## config.mk

```make
export PLATFORM = sky130hd
export DESIGN_NAME = unaligned_access_ctrl
export DESIGN_NICKNAME = d
export VERILOG_FILES = /design/src/verilog/lsu_pkg.sv /design/src/verilog/dram_pkg.sv /design/src/verilog/unaligned_access_ctrl.sv
export SDC_FILE = /design/constraint.sdc
export NUM_CORES = 1
export LEC_CHECK = 0
export ABC_AREA = 1
export BUFFER_PORTS_ARGS = -buffer_cell sky130_fd_sc_hd__buf_2
export CAP_MARGIN = 20
export CORE_ASPECT_RATIO = 1.1
export CORE_UTILIZATION = 40
export DETAILED_ROUTE_END_ITERATION = 10
export GPL_TIMING_DRIVEN = 0
export PLACE_DENSITY = 0.76
export SYNTH_ARGS = -nofsm -noshare
export SYNTH_HDL_FRONTEND = slang
export SYNTH_SLANG_ARGS = --single-unit
```

## constraint.sdc

```tcl
create_clock -name clk -period 7.6 [get_ports clk]
set_input_delay 0 -clock clk [delete_from_list [all_inputs] [get_ports clk]]
set_output_delay 0 -clock clk [all_outputs]
set_load 0.005 [all_outputs]
```

## src/verilog/lsu_pkg.sv

```systemverilog
/*
 * core-side load/store definitions
 * - access control word seen on i_ctrl
 * - size codes and the unsigned flag position
 */
package lsu_pkg;

   // bits 1:0 give the size, bit 2 asks for zero extension
   typedef logic [2:0] ctrl_t;

   // size codes, as the core encodes funct3[1:0]
   localparam logic [1:0] SIZE_BYTE = 2'd0;
   localparam logic [1:0] SIZE_HALF = 2'd1;
   localparam logic [1:0] SIZE_WORD = 2'd2;

   localparam int UNSIGNED_BIT = 2;   // lbu / lhu

endpackage

```

## src/verilog/dram_pkg.sv

```systemverilog
/*
 * DRAM side definitions
 * - data word, byte mask and word address types
 * - default depth, busy times and refresh thresholds
 */
package dram_pkg;

   localparam int WADDR_W = 30;   // word index taken from a 32-bit byte address

   typedef logic [31:0]        word_t;
   typedef logic [3:0]         mask_t;   // bit n enables byte lane n
   typedef logic [WADDR_W-1:0] waddr_t;

   localparam int DEF_MEM_WORDS        = 1024;
   localparam int DEF_ACCESS_CYCLES    = 3;
   localparam int DEF_REFRESH_CYCLES   = 5;
   localparam int DEF_REFRESH_INTERVAL = 200;   // idle cycles before a refresh is asked for
   localparam int DEF_REFRESH_MAX      = 405;   // past this the refresh counts as late

endpackage

```

## src/verilog/unaligned_access_ctrl.sv

```systemverilog
/*
 * access splitter for byte, half and word loads/stores
 * - turns one core access into one or two masked word accesses
 * - slots refresh strobes in between core accesses
 */
module unaligned_access_ctrl (
   input  logic             clk,
   input  logic             rst_x,
   input  logic             i_rd_en,
   input  logic             i_wr_en,
   input  logic [31:0]      i_addr,
   input  dram_pkg::word_t  i_data,
   input  lsu_pkg::ctrl_t   i_ctrl,
   input  logic             i_dram_busy,
   input  dram_pkg::word_t  i_dram_rdata,
   input  logic             i_refresh_req,
   output logic             o_busy,
   output logic             o_dram_rd,
   output logic             o_dram_wr,
   output logic             o_dram_refresh,
   output dram_pkg::waddr_t o_dram_addr,
   output dram_pkg::word_t  o_dram_wdata,
   output dram_pkg::mask_t  o_dram_mask,
   output dram_pkg::word_t  o_load_lo,
   output dram_pkg::word_t  o_load_hi,
   output logic             o_load_capture,
   output logic [1:0]       o_load_offset,
   output lsu_pkg::ctrl_t   o_load_ctrl
);

   typedef enum logic [1:0] {
      S_IDLE,
      S_ISSUE,     // strobe is on the bus
      S_WAIT,      // word access in flight
      S_REFRESH
   } state_t;

   state_t           r_state;
   logic             r_stall;
   logic             r_is_load;
   logic             r_cross;       // access spans two words
   logic             r_second;      // upper word in progress
   dram_pkg::word_t  r_lo;          // first word of a crossing load
   dram_pkg::word_t  r_hi_wdata;
   dram_pkg::mask_t  r_hi_mask;
   logic [1:0]       r_offset;
   lsu_pkg::ctrl_t   r_ctrl;

   logic [31:0]      w_sized;
   logic [3:0]       w_lanes;
   logic [63:0]      w_wdata64;     // store data across both words
   logic [7:0]       w_mask8;
   logic             w_accept;
   logic             w_last;

   // size the store data and pick the lanes at offset 0
   always_comb begin
      case (i_ctrl[1:0])
         lsu_pkg::SIZE_BYTE: begin
            w_sized = {24'h0, i_data[7:0]};
            w_lanes = 4'b0001;
         end
         lsu_pkg::SIZE_HALF: begin
            w_sized = {16'h0, i_data[15:0]};
            w_lanes = 4'b0011;
         end
         default: begin
            w_sized = i_data;
            w_lanes = 4'b1111;
         end
      endcase
   end

   assign w_wdata64 = {32'h0, w_sized} << {i_addr[1:0], 3'b000};
   assign w_mask8   = {4'h0, w_lanes} << i_addr[1:0];   // upper nibble set when crossing

   assign o_busy   = r_stall | i_dram_busy;
   assign w_accept = (r_state == S_IDLE) && !o_busy && (i_rd_en || i_wr_en);
   assign w_last   = !r_cross || r_second;

   // dram read data holds until the next read, so the last word comes straight through
   assign o_load_lo      = r_second ? r_lo : i_dram_rdata;
   assign o_load_hi      = i_dram_rdata;
   assign o_load_capture = (r_state == S_WAIT) && !i_dram_busy && r_is_load && w_last;
   assign o_load_offset  = r_offset;
   assign o_load_ctrl    = r_ctrl;

   always_ff @(posedge clk) begin
      if (!rst_x) begin
         r_state        <= S_IDLE;
         r_stall        <= 1'b0;
         r_second       <= 1'b0;
         o_dram_rd      <= 1'b0;
         o_dram_wr      <= 1'b0;
         o_dram_refresh <= 1'b0;
      end else begin
         case (r_state)
            S_IDLE: begin
               if (w_accept) begin
                  r_stall      <= 1'b1;
                  r_second     <= 1'b0;
                  r_is_load    <= i_rd_en;        // read wins over write
                  r_cross      <= |w_mask8[7:4];
                  r_offset     <= i_addr[1:0];
                  r_ctrl       <= i_ctrl;
                  o_dram_rd    <= i_rd_en;
                  o_dram_wr    <= !i_rd_en;
                  o_dram_addr  <= i_addr[31:2];
                  o_dram_wdata <= w_wdata64[31:0];
                  o_dram_mask  <= w_mask8[3:0];
                  r_hi_wdata   <= w_wdata64[63:32];
                  r_hi_mask    <= w_mask8[7:4];
                  r_state      <= S_ISSUE;
               end else if (i_refresh_req && !o_busy) begin
                  // stall only over the strobe cycle, dram busy takes over after
                  r_stall        <= 1'b1;
                  o_dram_refresh <= 1'b1;
                  r_state        <= S_REFRESH;
               end
            end
            S_ISSUE: begin
               o_dram_rd <= 1'b0;
               o_dram_wr <= 1'b0;
               r_state   <= S_WAIT;
            end
            S_WAIT: begin
               if (!i_dram_busy) begin
                  if (w_last) begin
                     r_stall <= 1'b0;
                     r_state <= S_IDLE;
                  end else begin
                     // spill into the next word
                     r_second     <= 1'b1;
                     r_lo         <= i_dram_rdata;
                     o_dram_rd    <= r_is_load;
                     o_dram_wr    <= !r_is_load;
                     o_dram_addr  <= o_dram_addr + 1'b1;
                     o_dram_wdata <= r_hi_wdata;
                     o_dram_mask  <= r_hi_mask;
                     r_state      <= S_ISSUE;
                  end
               end
            end
            S_REFRESH: begin
               o_dram_refresh <= 1'b0;
               r_stall        <= 1'b0;
               r_state        <= S_IDLE;
            end
            default: r_state <= S_IDLE;
         endcase
      end
   end

endmodule

```

==> qor.csv <==
metric,value,unit
status,"finished, final reports clean",
Clock Latency Late Sink,410,ps
endpoints failing hold,0,
CTS Buf Count,17,
met2 Track Usage GR,0.406,
max-cap violations,0,
maximum clock frequency,424,MHz
Logic pwr share,0.287,
Post-synth EDFFs,132,
Slew headroom,0.387,
Avg WL per Cell,15.7,um
crit path max fanout,13,
register area share after synthesis,0.560,
syn avg cell area,8.85,sq um
most common cell in the netlist,nand2_1,
final setup fails,0,
total power,2.89,mW
CTS sink cnt,139,
TritonRoute pass-1 iters,6,
first-pass GRT wire length,33.9,mm
DRT antenna net count,0,
CTS Buffer Depth,2,
switching power,0.911,mW
clk_skew,8.61,ps
Yosys warning total,0,
critical path cell sequence,inv_1 -> ha_1 -> buf_4 -> nand2_1 -> nand2_1 -> nor3_2 -> buf_6 -> buf_6 -> buf_8,
Initial Util,0.411,
Final Util,0.588,
area of the multi-input gates,2620,sq um
Least-Margin Pin Slew,918,ps
TritonCTS clock tree,done,
ys async rst share,0,
M1 GR Usage,0.291,
count of cell types in the netlist,36,
"Reg clk slew, reported paths",60,ps
top_reg_cell synth,edfxtp_1,
# DRC,0,
FP Rows,51,
die width,131,um
n_diodes,0,
core area,17800,sq um
HP Class,in -> reg,
dpl hpwl,15.6,mm
die area,18900,sq um
mapped cell area,7320,sq um
Worst Path Required,7720,ps
antenna violations before repair,0,
layout cells sized above 1,0.295,
GPL Wtd Cong,0.935,
Synth area leaders,"edfxtp_1 (54%), nand2_1 (16%), nor2_1 (3.5%), buf_4 (3.4%), o21ai_0 (3.3%)",
Clock power frac,0.321,
leak pwr,4.75,nW
vias in the first global route,6824,
Worst path max stage delay,370,ps
die height,144,um
WL final,22.4,mm
RSZ-0062 raised after global routing,no,
period utilisation layout,0.311,
cells after synthesis,827,
main combinational cell family by area after synthesis,simple AND/OR/NAND/NOR gates,
DRT iter0 DRCs,576,
Tmin final,2360,ps
largest net degree at the start of global routing,33,
Filler cells,1543,
Reg area,4100,sq um
Syn Nets,937,
multiplexer area fraction after synthesis,0,
Flop pwr share,0.392,
"slowest stage cell, crit path",dfxtp_1,
crit start category,flip-flop,
list of most frequent post-synthesis cells,"nand2_1 (315), edfxtp_1 (132), nor2_1 (69)",
post-synthesis compound-gate area fraction,0.0796,
Yosys top cell by area,edfxtp_1,
total congestion overflow,0,
setup bufs post-CTS,0,
CP Class,reg -> reg,
Post-Synth Adder-Cell Area,0.00854,
P_int,1.98,mW
peak supply drop,158,uV
Layout area overhead,42.9,%
CTS HTree Levels,4,
Total Nets Final,1292,
Net Sw Frac,0.315,
Via density,5.00,
#FFs+latches synth,139,
IO Pins,245,
XOR/XNOR share of the synthesized area,0.0108,
Simple-Gate Fraction of Synth Area,0.256,
Worst Setup End Kind,flip-flop,
GR Util All Layers,0.240,
power per cell area,277,nW/um^2
max-slew violations,0,
Root Buffer,clkbuf_16,
share of the synthesized area in the top cell type,0.541,
met3 Use GR,0.0499,
IO buf count,244,
via count of the routed design,7155,
crit path DAT,2480,ps
GR peak layer,met2,
[per-layer routing]
layer,wire (um),vias to the layer above
li1,-,3422
met3,1760,53
met2,11200,381
met1,8810,3299
met4,685,0
met5,0,-
[metrics by stage]
stage / hold slack, ps / area [sq um] / worst slack, ps / setup TNS, ps / cells
floorplan: 36.5 / 7320 / 1500 / 0 / 827
global placement: 178 / 8840 / -747 / -49050 / 1309
detailed placement: 178 / 8960 / 5210 / 0 / 1316
CTS: 15.7 / 10500 / 5220 / 0 / 1432
global route: 32.9 / 10500 / 5040 / 0 / 1432
finish: 37.9 / 10500 / 5240 / 0 / 1432
[final cells by class]
| cell class | count | share of cell area |
|---|---|---|
| multi-input cells | 561 | 0.251 |
| repair buffers | 336 | 0.207 |
| inverters | 63 | 0.0226 |
| clock inverters | 12 | 0.0211 |
| well taps | 238 | 0.0285 |
| plain buffers | 64 | 0.0362 |
| flip-flops and latches | 139 | 0.392 |
| clock buffers | 19 | 0.0414 |
[worst paths after layout]
kind            startpoint          endpoint  slack [ps]  depth (start not counted)
min reg2reg      o_dram_rd         o_dram_rd         470                          2
max             r_state[0]  o_dram_wdata[18]        5240                          9
max reg2reg     r_state[0]  o_dram_wdata[18]        5240                          9
min          i_refresh_req    o_dram_refresh          40                          4
[critical path, delay by kind of cell (launching register included)]
kind / cells / cell delay (ps)
buf+inv: 5 / 830
fa+ha+maj: 1 / 190
flops: 1 / 370
simple gates: 3 / 660
[timing repair]
item                                   4_1_cts  5_1_grt
gates resized for setup                      0        0
endpoints found under the hold margin      112        0
hold buffers                                85        0
[cell families (layout without fill, tap and decap cells)]
family | count (synthesis) | count (layout)
flops | 139 | 139
fa+ha+maj | 5 | 5
xor+xnor | 9 | 9
buf+inv | 127 | 494
compound gates | 96 | 96
simple gates | 451 | 451
[cells in the final DEF, fill, tap and decap left out, drive strengths merged, types with 4 or more instances in the layout]
cell	count
bufinv	6
ha	5
clkbuf	35
o211ai	8
a32o	8
dfxtp	7
edfxtp	132
nor3	4
clkinv	6
o22ai	9
nand2	320
dlygate4sd3	85
buf	299
a31oi	5
o21ai	50
inv	63
a22oi	8
nand3	41
a21oi	6
nor2	82
xor2	8
[registers in the layout, indices dropped and copies added, names as in the netlist, 2 cells and up]
register       flops
r_hi_mask          3
o_load_offset      2
o_dram_mask        4
r_lo              32
o_dram_addr       30
o_load_ctrl        3
r_hi_wdata        24
o_dram_wdata      32
r_state            2
[power by group through the flow]
stage | registers (mW) | logic (mW) | clock network, mW
after floorplan | 1.15 | 0.423 | 0
after global placement | 1.17 | 0.744 | 0
after detailed placement | 1.14 | 0.791 | 0
after CTS | 1.13 | 0.829 | 0.944
after global routing | 1.15 | 0.931 | 0.972
final | 1.13 | 0.832 | 0.928
No activity file was read; power rests on OpenSTA's default activity.
