==> src/verilog/dram_pkg.sv <==
/*
 * DRAM side definitions
 * - data word, byte mask and word address types
 * - default depth, busy times and refresh thresholds
 */
package dram_pkg;

   localparam int WADDR_W = 30;   // word index taken from a 32-bit byte address

   typedef logic [31:0]        word_t;
   typedef logic [3:0]         mask_t;   // bit n enables byte lane n
   typedef logic [WADDR_W-1:0] waddr_t;

   localparam int DEF_MEM_WORDS        = 1024;
   localparam int DEF_ACCESS_CYCLES    = 3;
   localparam int DEF_REFRESH_CYCLES   = 5;
   localparam int DEF_REFRESH_INTERVAL = 200;   // idle cycles before a refresh is asked for
   localparam int DEF_REFRESH_MAX      = 405;   // past this the refresh counts as late

endpackage

==> src/verilog/refresh_timer.sv <==
/*
 * refresh timer
 * - counts cycles since the last refresh
 * - refresh request past the interval, sticky late flag past the maximum
 */
module refresh_timer #(
   parameter int REFRESH_INTERVAL = dram_pkg::DEF_REFRESH_INTERVAL,
   parameter int REFRESH_MAX      = dram_pkg::DEF_REFRESH_MAX
) (
   input  logic clk,
   input  logic rst_x,
   input  logic i_refresh_done,
   output logic o_refresh_req,
   output logic o_late_refresh
);

   // saturate just above the larger threshold
   localparam int CNT_TOP = ((REFRESH_INTERVAL > REFRESH_MAX) ? REFRESH_INTERVAL
                                                              : REFRESH_MAX) + 1;
   localparam int CNT_W   = $clog2(CNT_TOP + 1);

   logic [CNT_W-1:0] r_cnt;

   always_ff @(posedge clk) begin
      if (!rst_x) begin
         r_cnt          <= '0;
         o_late_refresh <= 1'b0;
      end else begin
         if (i_refresh_done)
            r_cnt <= '0;
         else if (r_cnt != CNT_W'(CNT_TOP))
            r_cnt <= r_cnt + 1'b1;
         if (r_cnt > CNT_W'(REFRESH_MAX))
            o_late_refresh <= 1'b1;   // cleared only by reset
      end
   end

   assign o_refresh_req = (r_cnt > CNT_W'(REFRESH_INTERVAL));

endmodule

==> config.mk <==
export PLATFORM = sky130hd
export DESIGN_NAME = refresh_timer
export DESIGN_NICKNAME = d
export VERILOG_FILES = /design/src/verilog/dram_pkg.sv /design/src/verilog/refresh_timer.sv
export SDC_FILE = /design/constraint.sdc
export NUM_CORES = 1
export LEC_CHECK = 0
export BUFFER_PORTS_ARGS = -buffer_cell sky130_fd_sc_hd__buf_2
export CAP_MARGIN = 0
export CORE_UTILIZATION = 40
export CTS_CLUSTER_SIZE = 40
export DETAILED_ROUTE_END_ITERATION = 6
export SLEW_MARGIN = 25
export SYNTH_ARGS = -nofsm -noshare
export SYNTH_HDL_FRONTEND = slang
export SYNTH_SLANG_ARGS = --single-unit
==> constraint.sdc <==
create_clock -name clk -period 2 [get_ports clk]
set_input_delay 0.4 -clock clk [delete_from_list [all_inputs] [get_ports clk]]
set_output_delay 0.4 -clock clk [all_outputs]
set_load 0.02 [all_outputs]
==> metrics.yaml, run 1 <==
run_status:
  status: "finished clean"
worst_setup_path:
  worstSetupPathType: "reg -> out"
  cp.required_ps: 1600
  reg2reg_depth: 5
  cp.arrival_ps: 1470
  startpoint: "r_cnt[0]"
  reg2reg_slack_ps: 490
  start_kind: "flip-flop"
  slowest_stage: "dfxtp_1"
  end_kind: "output pin"
  rr_startpoint: "r_cnt[0]"
  crit_chain: "inv_1 > ha_1 > nand2b_1 > a211oi_1 > o21bai_1 > buf_2"
  r2r_end: "r_cnt[3]"
  max_stage_delay_ps: 450
  critPathMaxFanout: 8
clock_network:
  clkTransAtPathRegs_ps: 60
  worstSkewPairLatency_ps: 260
  root_buffer: "clkbuf_4"
  ctsResizeCount: 0
  htree_levels: 1
  clockBufferDepth: 2
  cts_hold_buffers: 0
  clock-sinks: 10
  cts_tree: "done"
  cts_made_buffers: 3
  postCtsSetupBuffers: 0
hold_path:
  holdPathEnd: "r_cnt[2]"
  hold_path_depth: 4
  worstHoldStart: "i_refresh_done"
  hold_path.class: "in -> reg"
floorplan:
  core_area_um2: 1350
  dieArea_um2: 1660
  die_y_um: 40.7
  rows: 13
  start_util: 0.444
  pin_count: 5
  chipWidth_um: 40.7
drt:
  wl_met1_um: 623
  drt_iter0_markers: 5
  route.met3.wl_um: 26
  vias: 490
  post_drt_via_cell_ratio: 5.57
  ant_nets: 0
  wl_per_cell_um: 13.1
  wirelength_mm: 1.15
  wl_met2_um: 478
  highest-signal-layer: "met4"
  dr.pass1.iters: 3
  drc: 0
power:
  worst_ir_drop_vdd_mv: 0.230
  leakagePower_nw: 0.225
  power.density_nw_per_um2: 561
timing:
  fmax_mhz: 535
  rsz0062_at_grt: "no"
  tns_ps: 0
  setup_viol: 0
  holdWs_ps: 398
  min_period_ps: 1870
  finClkSkew_ps: 1.50
  maxSlewViolCount: 0
  hold_violations: 0
  period_share: 0.935
  slew_headroom: 0.752
  worstMarginPinSlew_ps: 372
yosys:
  ys_ff_latch: 10
  syn_area_um2: 599
  synth_ff_type: "dfxtp_1"
  ys_types: 31
  async_flop_share: 0
  syn_nets: 77
  syn_inst: 70
  avgSynthCellArea_um2: 8.56
  synth_edf_count: 0
  yosysSeqAreaShare: 0.334
  yosysWarnings: 0
run:
  cap_violations: 0
finish:
  n_antenna_cell: 0
  syn2layout_area_growth_pct: 5.85
  final_nets: 82
  drive_gt1_frac: 0.123
  fill_cells: 157
  final_util: 0.470
  fin_cells: 88
grt:
  grt_pass1_vias: 405
  grt_max_degree: 11
  grt_overflow: 0
  grtUsageTotal: 0.177
  grt_pass1_wl_mm: 1.91
  antenna_found_initial: 0
placed_design:
  hpwlAfterDp_um: 824
  gp_congestion: 0.779
  placed_cells: 85
  port-buffer-count: 4
==> critical path: cells and delay by family (launching register included) <==
kind,cells,cell delay [ps]
flip-flops,1,450
buffers and inverters,2,290
adder cells (fa/ha/maj),1,210
AO/OA/AOI/OAI,2,190
AND/OR/NAND/NOR,1,60
==> sequential cells by signal (all words and copies together), names as in the netlist <==
name	flops
o_late_refresh	1
r_cnt	9
==> worst max-delay path by stage <==
stage | to | slack (ps) | depth (start not counted)
detailed placement | o_refresh_req | 410 | 6
finish | o_refresh_req | 130 | 6
global placement | o_refresh_req | 440 | 6
CTS | o_refresh_req | 110 | 6
floorplan | o_refresh_req | 440 | 5
global route | o_refresh_req | 6 | 6
==> through the flow <==
stage,area [um2],setup WS [ps],power [mW]
2_1_floorplan,599,444,0.220
3_3_place_gp,612,443,0.226
3_5_place_dp,612,405,0.226
4_1_cts,634,113,0.366
5_1_grt,634,5.64,0.380
6_report,634,129,0.356
==> cell usage in the layout (no fill, tap or decap), drive strengths merged, types with 3 or more instances in the layout <==
| cell | synthesis | routed |
|---|---|---|
| dfxtp | 10 | 10 |
| ha | 4 | 4 |
| nand2 | 5 | 5 |
| a21oi | 7 | 7 |
| clkbuf | 0 | 3 |
| nand3 | 5 | 5 |
| or3 | 3 | 3 |
| o21ai | 7 | 7 |
| buf | 4 | 4 |
| inv | 3 | 3 |
==> cell usage after synthesis, drive strengths merged (2+ instances only) <==
cell	count	area, um2
a21oi	7	35.0
a31oi	2	12.5
buf	4	26.3
dfxtp	10	200
ha	4	50.1
inv	3	11.3
nand2	5	21.3
nand2b	2	12.5
nand3	5	37.5
nand4	2	12.5
nor3	2	10.0
o21ai	7	35.0
or3	3	18.8
==> cells by family (layout without fill, tap and decap cells) <==
family | Yosys count | count (layout) | synth area share
buffers and inverters | 7 | 10 | 0.0626
AO/OA/AOI/OAI | 21 | 21 | 0.207
adder cells (fa/ha/maj) | 4 | 4 | 0.0835
flip-flops | 10 | 10 | 0.334
XOR/XNOR | 1 | 1 | 0.0146
AND/OR/NAND/NOR | 27 | 27 | 0.299
==> per-layer routing <==
metal	vias up	global-route usage
met2	6	0.230
met1	218	0.262
met4	0	0.0750
li1	264	-
met3	2	0.0489
met5	-	0
==> report_power, final <==
part	leakage, nW	internal [mW]	switching (mW)
logic	0.131	0.00690	0.00915
clock network	0.0138	0.0694	0.0658
registers	0.0808	0.201	0.00382
total	0.225	0.277	0.0788
==> layout make-up <==
type	count	area, um2	share of cell area
Timing Repair Buffer	4	20.0	0.0316
Clock buffer	3	22.5	0.0355
Sequential cell	10	200	0.316
Tap cell	15	18.8	0.0296
Inverter	3	11.3	0.0178
Multi-Input combinational cell	53	362	0.570
Note: power is estimated with default switching activity, not from simulation.
==> run 2, diff against run 1 <==
--- a/config.mk
+++ b/config.mk
@@ -5,6 +5,7 @@
 export SDC_FILE = /design/constraint.sdc
 export NUM_CORES = 1
 export LEC_CHECK = 0
+export ABC_AREA = 1
 export BUFFER_PORTS_ARGS = -buffer_cell sky130_fd_sc_hd__buf_2
 export CAP_MARGIN = 0
 export CORE_UTILIZATION = 40
==> run 2 against run 1 <==
Clock skew is 5.9 ps higher. Largest cell class unchanged. Synthesized cell count grew 14%. Worst hold slack worse by 35 ps. Power is 17% higher. Die area down 7.0%. Critical path depth stayed put. Wire length fell by 8.8%. Via count increased by 2.0%. Sequential share of layout area rose by 0.71 points. Core utilization increased by 0.99 points.
==> metrics.yaml, run 2 <==
run_status:
  status: "finished clean"
timing:
  slew_headroom: 0.743  # -0.00848
  maxSlewViolCount: 0  # unchanged
  finClkSkew_ps: 7.40  # +5.91 ps
  worstMarginPinSlew_ps: 384  # +11.8 ps
  layout_setup_ws_ps: 122  # -7.24 ps
  hold_violations: 0  # unchanged
  period_share: 0.939  # +0.00362
  min_period_ps: 1880  # +7.24 ps
  fmax_mhz: 533  # -0.39%
  setup_viol: 0  # unchanged
  tns_ps: 0  # unchanged
  rsz0062_at_grt: "no"
clock_network:
  worstSkewPairLatency_ps: 280  # +20 ps
  clockBufferDepth: 2  # unchanged
  htree_levels: 1  # unchanged
  clkTransAtPathRegs_ps: 80  # +20 ps
  cts_hold_buffers: 0  # unchanged
  postCtsSetupBuffers: 0  # unchanged
  cts_made_buffers: 3  # unchanged
  root_buffer: "clkbuf_4"
  clock-sinks: 10  # unchanged
  cts_tree: "done"
  ctsResizeCount: 0  # unchanged
yosys:
  avgSynthCellArea_um2: 6.94  # -19%
  yosysMostFrequentCell: "nand2_1"
  syn_inst: 80  # +14%
  syn_area_um2: 556  # -7.3%
  ys_types: 19  # -39%
  synth_commonest_cells: "nand2_1, inv_1, nor2_1"
  ys_top_cells_by_area: "dfxtp_1, nand2_1, ha_1"
  synth_top_cell_by_area: "dfxtp_1"
  yosysSeqAreaShare: 0.360  # +0.0263
  syn_nets: 87  # +13%
  synth_top_area_share: 0.360  # +0.0263
  yosysWarnings: 0  # unchanged
  synth_ff_type: "dfxtp_1"
  ys_ff_latch: 10  # unchanged
  async_flop_share: 0  # unchanged
  synth_edf_count: 0  # unchanged
grt:
  grt_max_degree: 9  # -2
  grtUsageTotal: 0.165  # -0.0113
  grt_pass1_wl_mm: 1.62  # -15%
  antenna_found_initial: 0  # unchanged
  grt_pass1_vias: 387  # -4.4%
  grt_overflow: 0  # unchanged
worst_setup_path:
  critPathMaxFanout: 5  # -3
  end_kind: "output pin"
  reg2reg_slack_ps: 600  # +110 ps
  worstSetupPathType: "reg -> out"
  start_kind: "flip-flop"
  cp.required_ps: 1600  # about the same
  cp.arrival_ps: 1480  # about the same
power:
  leakagePower_nw: 0.261  # +16%
  worst_ir_drop_vdd_mv: 0.306  # +33%
  power.density_nw_per_um2: 669  # +19%
  power_mw: 0.418  # +17%
run:
  cap_violations: 0  # unchanged
finish:
  layout_common_cells: "nand2_1, inv_1, nor2_1"
  reg_top3: "r_cnt: 9 flops, o_late_refresh: 1 flops"
  final_nets: 95  # +16%
  n_antenna_cell: 0  # unchanged
  largest_reg_flops: 9  # unchanged
  regMostFlops: "r_cnt"
  syn2layout_area_growth_pct: 12.4
  final_common_cell: "nand2_1"
  drive_gt1_frac: 0.161  # +0.0376
  fill_cells: 138  # -12%
placed_design:
  gp_congestion: 0.786  # +0.92%
  hpwlAfterDp_um: 786  # -4.7%
  post-place-ws_ps: 385  # -20.6 ps
  port-buffer-count: 4  # unchanged
floorplan:
  die_y_um: 39.3  # -3.5%
  rows: 13  # unchanged
  pin_count: 5  # unchanged
  dieArea_um2: 1540  # -7.0%
  chipWidth_um: 39.3  # -3.5%
  start_util: 0.427  # -0.0170
  core_area_um2: 1300  # -3.6%
drt:
  post_drt_via_cell_ratio: 4.90  # -12%
  vias: 500  # +2.0%
  dr.pass1.iters: 4  # +1
  drt_iter0_markers: 15  # +10
  wirelength_mm: 1.05  # -8.8%
  wl_per_cell_um: 10.3  # -21%
  ant_nets: 0  # unchanged
  drc: 0  # unchanged
hold_path:
  hold_path.class: "in -> reg"
[run 2: where the power goes]
part / internal (mW) / leakage [nW] / switching, mW / total (mW)
sequential: 0.201 / 0.0811 / 0.00259 / 0.204
clock: 0.111 / 0.0210 / 0.0851 / 0.196
combinational: 0.00688 / 0.159 / 0.0112 / 0.0181
total: 0.319 / 0.261 / 0.0989 / 0.418
[run 2: cells by family after synthesis]
logic type | synth area share
buffers and inverters | 0.101
and+or+nand+nor | 0.300
xor gates and xnor gates | 0.0158
DFF | 0.360
adders and majority gates | 0.0901
AOI/OAI and AO/OA | 0.133
[run 2: metal layers]
layer | global-route usage | wire length, um | up-vias | share of wire
li1 | - | - | 265 | -
met1 | 0.215 | 582 | 223 | 0.56
met2 | 0.221 | 397 | 7 | 0.38
met3 | 0.0511 | 32 | 5 | 0.031
met4 | 0.129 | 36 | 0 | 0.034
met5 | 0 | 0 | - | 0
[run 2: worst max-delay path: stages, from the launching register on]
cell	delay (ps)
dfxtp_1	400
inv_1	110
ha_1	190
nor2_1	100
nor4_1	50
o21ai_0	150
buf_2	180
[run 2: through the flow]
stage	cell area [um2]	cells	utilization	hold WS [ps]
floorplan	556	80	-	475
global placement	587	98	0.451	436
detailed placement	587	98	0.451	442
CTS	623	102	0.479	359
global route	624	102	0.480	393
finish	624	102	0.480	362
[run 2: area by class of cell]
| class | count | area [um2] | share of cell area |
|---|---|---|---|
| multi-input cells | 56 | 299 | 0.479 |
| flip-flops and latches | 10 | 201 | 0.323 |
| inverters | 13 | 48.8 | 0.0782 |
| clock buffers | 4 | 36.3 | 0.0581 |
| repair buffers | 4 | 20.0 | 0.0321 |
| well taps | 15 | 18.8 | 0.0301 |
[run 2: worst paths after layout]
path	start	endpoint	depth (start not counted)
hold reg to reg	o_late_refresh	o_late_refresh	2
setup reg to reg	r_cnt[0]	r_cnt[0]	7
hold / removal	rst_x	o_late_refresh	3
setup / recovery	r_cnt[1]	o_refresh_req	6
==> run 3, diff against run 2 <==
==> constraint.sdc (replaced) <==
create_clock -name clk -period 1.7 [get_ports clk]
set_input_delay 0.34 -clock clk [delete_from_list [all_inputs] [get_ports clk]]
set_output_delay 0.34 -clock clk [all_outputs]
set_load 0.02 [all_outputs]
==> run 3 against run 2 <==
Core utilization increased by 4.1 points. Via count grew 6.2%. Critical path depth is the same. Die area unchanged. Setup slack got worse by 67 ps. Clock power is 13% lower. Critical path type unchanged. Largest power group unchanged.
==> metrics.yaml, run 3 (same netlist as run 2, synthesis figures left out) <==
run_status:
  status: "finished clean"
timing:
  slew_headroom: 0.810  # +0.0663
  fmax_mhz: 608
  tns_ps: 0  # unchanged
  holdWs_ps: 318  # -44.3 ps
  min_period_ps: 1650
  worstMarginPinSlew_ps: 285  # -98.5 ps
  hold_violations: 0  # unchanged
  maxSlewViolCount: 0  # unchanged
  period_share: 0.968
  layout_setup_ws_ps: 54.9  # -67.2 ps
  finClkSkew_ps: 19.0  # +11.6 ps
  setup_viol: 0  # unchanged
worst_setup_path:
  rr_startpoint: "r_cnt[0]"
  reg2reg_slack_ps: 300  # -300 ps
  startpoint: "r_cnt[0]"
  end_kind: "output pin"
  critPathMaxFanout: 2  # -3
  start_kind: "flip-flop"
  r2r_end: "r_cnt[1]"
  cp.required_ps: 1360  # -240 ps
  worstSetupPathType: "reg -> out"
  cp.arrival_ps: 1310  # -170 ps
  reg2reg_depth: 8  # +1
hold_path:
  hold_path_depth: 3  # unchanged
  worstHoldStart: "rst_x"
  holdPathEnd: "o_late_refresh"
  hold_path.class: "in -> reg"
placed_design:
  dpl_cell_area_um2: 594  # +1.3%
  post-place-ws_ps: 176  # -209 ps
  port-buffer-count: 4  # unchanged
  hpwlAfterDp_um: 809  # +3.0%
  gp_congestion: 0.786  # about the same
power:
  leakagePower_nw: 0.282  # +8.3%
  combinationalPowerShare: 0.082  # +0.039
  power.switching_mw: 0.110  # +11%
  power_mw: 0.444  # +6.4%
  worst_ir_drop_vdd_mv: 0.392  # +28%
  swShare: 0.248  # +0.0109
  p_int_mw: 0.334  # +4.9%
  p_clk_frac: 0.384  # -0.085
  seq_power_share: 0.534  # +0.046
  power.density_nw_per_um2: 655  # -2.1%
grt:
  grt_pass1_vias: 475  # +23%
  grt_pass1_wl_mm: 1.95  # +20%
  grt_max_degree: 9  # unchanged
  grtUsageTotal: 0.200  # +0.0350
  grt_overflow: 0  # unchanged
  antenna_found_initial: 0  # unchanged
floorplan:
  dieArea_um2: 1540  # unchanged
  pin_count: 5  # unchanged
  die_y_um: 39.3  # unchanged
  rows: 13  # unchanged
  start_util: 0.427  # unchanged
  chipWidth_um: 39.3  # unchanged
  core_area_um2: 1300  # unchanged
clock_network:
  clockBufferDepth: 2  # unchanged
  htree_levels: 1  # unchanged
  cts_hold_buffers: 0  # unchanged
  clkTransAtPathRegs_ps: 80  # about the same
  root_buffer: "clkbuf_4"
  worstSkewPairLatency_ps: 280  # about the same
  cts_made_buffers: 3  # unchanged
  cts_tree: "done"
  clock-sinks: 10  # unchanged
finish:
  reg_top3: "r_cnt: 9 flops, o_late_refresh: 1 flops"
  regArea_um2: 208  # +3.1%
  drive_gt1_frac: 0.253  # +0.0918
  final_nets: 100  # +5.3%
  largest_reg_flops: 9  # unchanged
  n_antenna_cell: 0  # unchanged
  syn2layout_area_growth_pct: 22.1
  final_common_cell: "nand2_1"
  regMostFlops: "r_cnt"
  multi_input_area_um2: 318  # +6.3%
  layout_common_cells: "nand2_1, nor2_1, inv_1"
  fin_area_um2: 678  # +8.6%
  fill_cells: 139  # +0.72%
drt:
  dr.pass1.iters: 4  # unchanged
  wirelength_mm: 1.17  # +12%
  wl_per_cell_um: 11.1  # +7.8%
  ant_nets: 0  # unchanged
  drt_iter0_markers: 6  # -9
  vias: 531  # +6.2%
  drc: 0  # unchanged
  post_drt_via_cell_ratio: 5.01  # +2.2%
run:
  cap_violations: 0  # unchanged
## run 3: cell types whose count changed in the layout (fill, tap and decap cells not counted), sizes merged
cell    delta
clkbuf     -1
buf        +5
## run 3: layout make-up
| class | instances | share of cell area |
|---|---|---|
| inverter | 13 | 0.0793 |
| clock buffer | 3 | 0.0332 |
| multi-input combinational | 56 | 0.469 |
| tap | 15 | 0.0277 |
| sequential | 10 | 0.306 |
| timing repair buffer | 9 | 0.0849 |
## run 3: worst max-delay path by stage
stage	to	slack [ps]	depth (start not counted)
after floorplan	o_refresh_req	90	5
after global placement	o_refresh_req	220	6
after detailed placement	o_refresh_req	180	6
after CTS	o_refresh_req	-40	6
after global routing	o_refresh_req	-10	5
final	o_refresh_req	50	6
## run 3: repair_timing
item | 4_1_cts | 5_1_grt
setup endpoints to repair | 1 | 1
pin swaps | 4 | 1
resized for setup | 10 | 2
buffers inserted | 4 | 0
## run 3: critical path, cell delays in order, from the launching register on
cell	delay, ps
dfxtp_4	360
inv_4	40
ha_4	150
nor2_1	120
nor4_2	60
o21ai_1	130
buf_2	170
## run 3: power by group through the flow
| stage | combinational, mW | clock, mW | sequential (mW) |
|---|---|---|---|
| 4_1_cts | 0.0347 | 0.177 | 0.237 |
| 2_1_floorplan | 0.0152 | 0 | 0.244 |
| 5_1_grt | 0.0411 | 0.177 | 0.238 |
| 3_5_place_dp | 0.0236 | 0 | 0.245 |
| 3_3_place_gp | 0.0230 | 0 | 0.244 |
| 6_report | 0.0364 | 0.171 | 0.237 |
## run 3: per-layer routing
layer,up-vias,share of wire,global-route usage,routed length (um)
met1,235,0.46,0.226,542
li1,278,-,-,-
met5,-,0,0,0
met4,0,0.039,0.147,46
met2,11,0.45,0.292,530
met3,7,0.046,0.0909,54
## run 3: through the flow
stage                     instances   util
final                           106  0.521
after global routing            106  0.521
after CTS                       106  0.516
after detailed placement         99  0.457
after global placement           99  0.457
after floorplan                  80      -
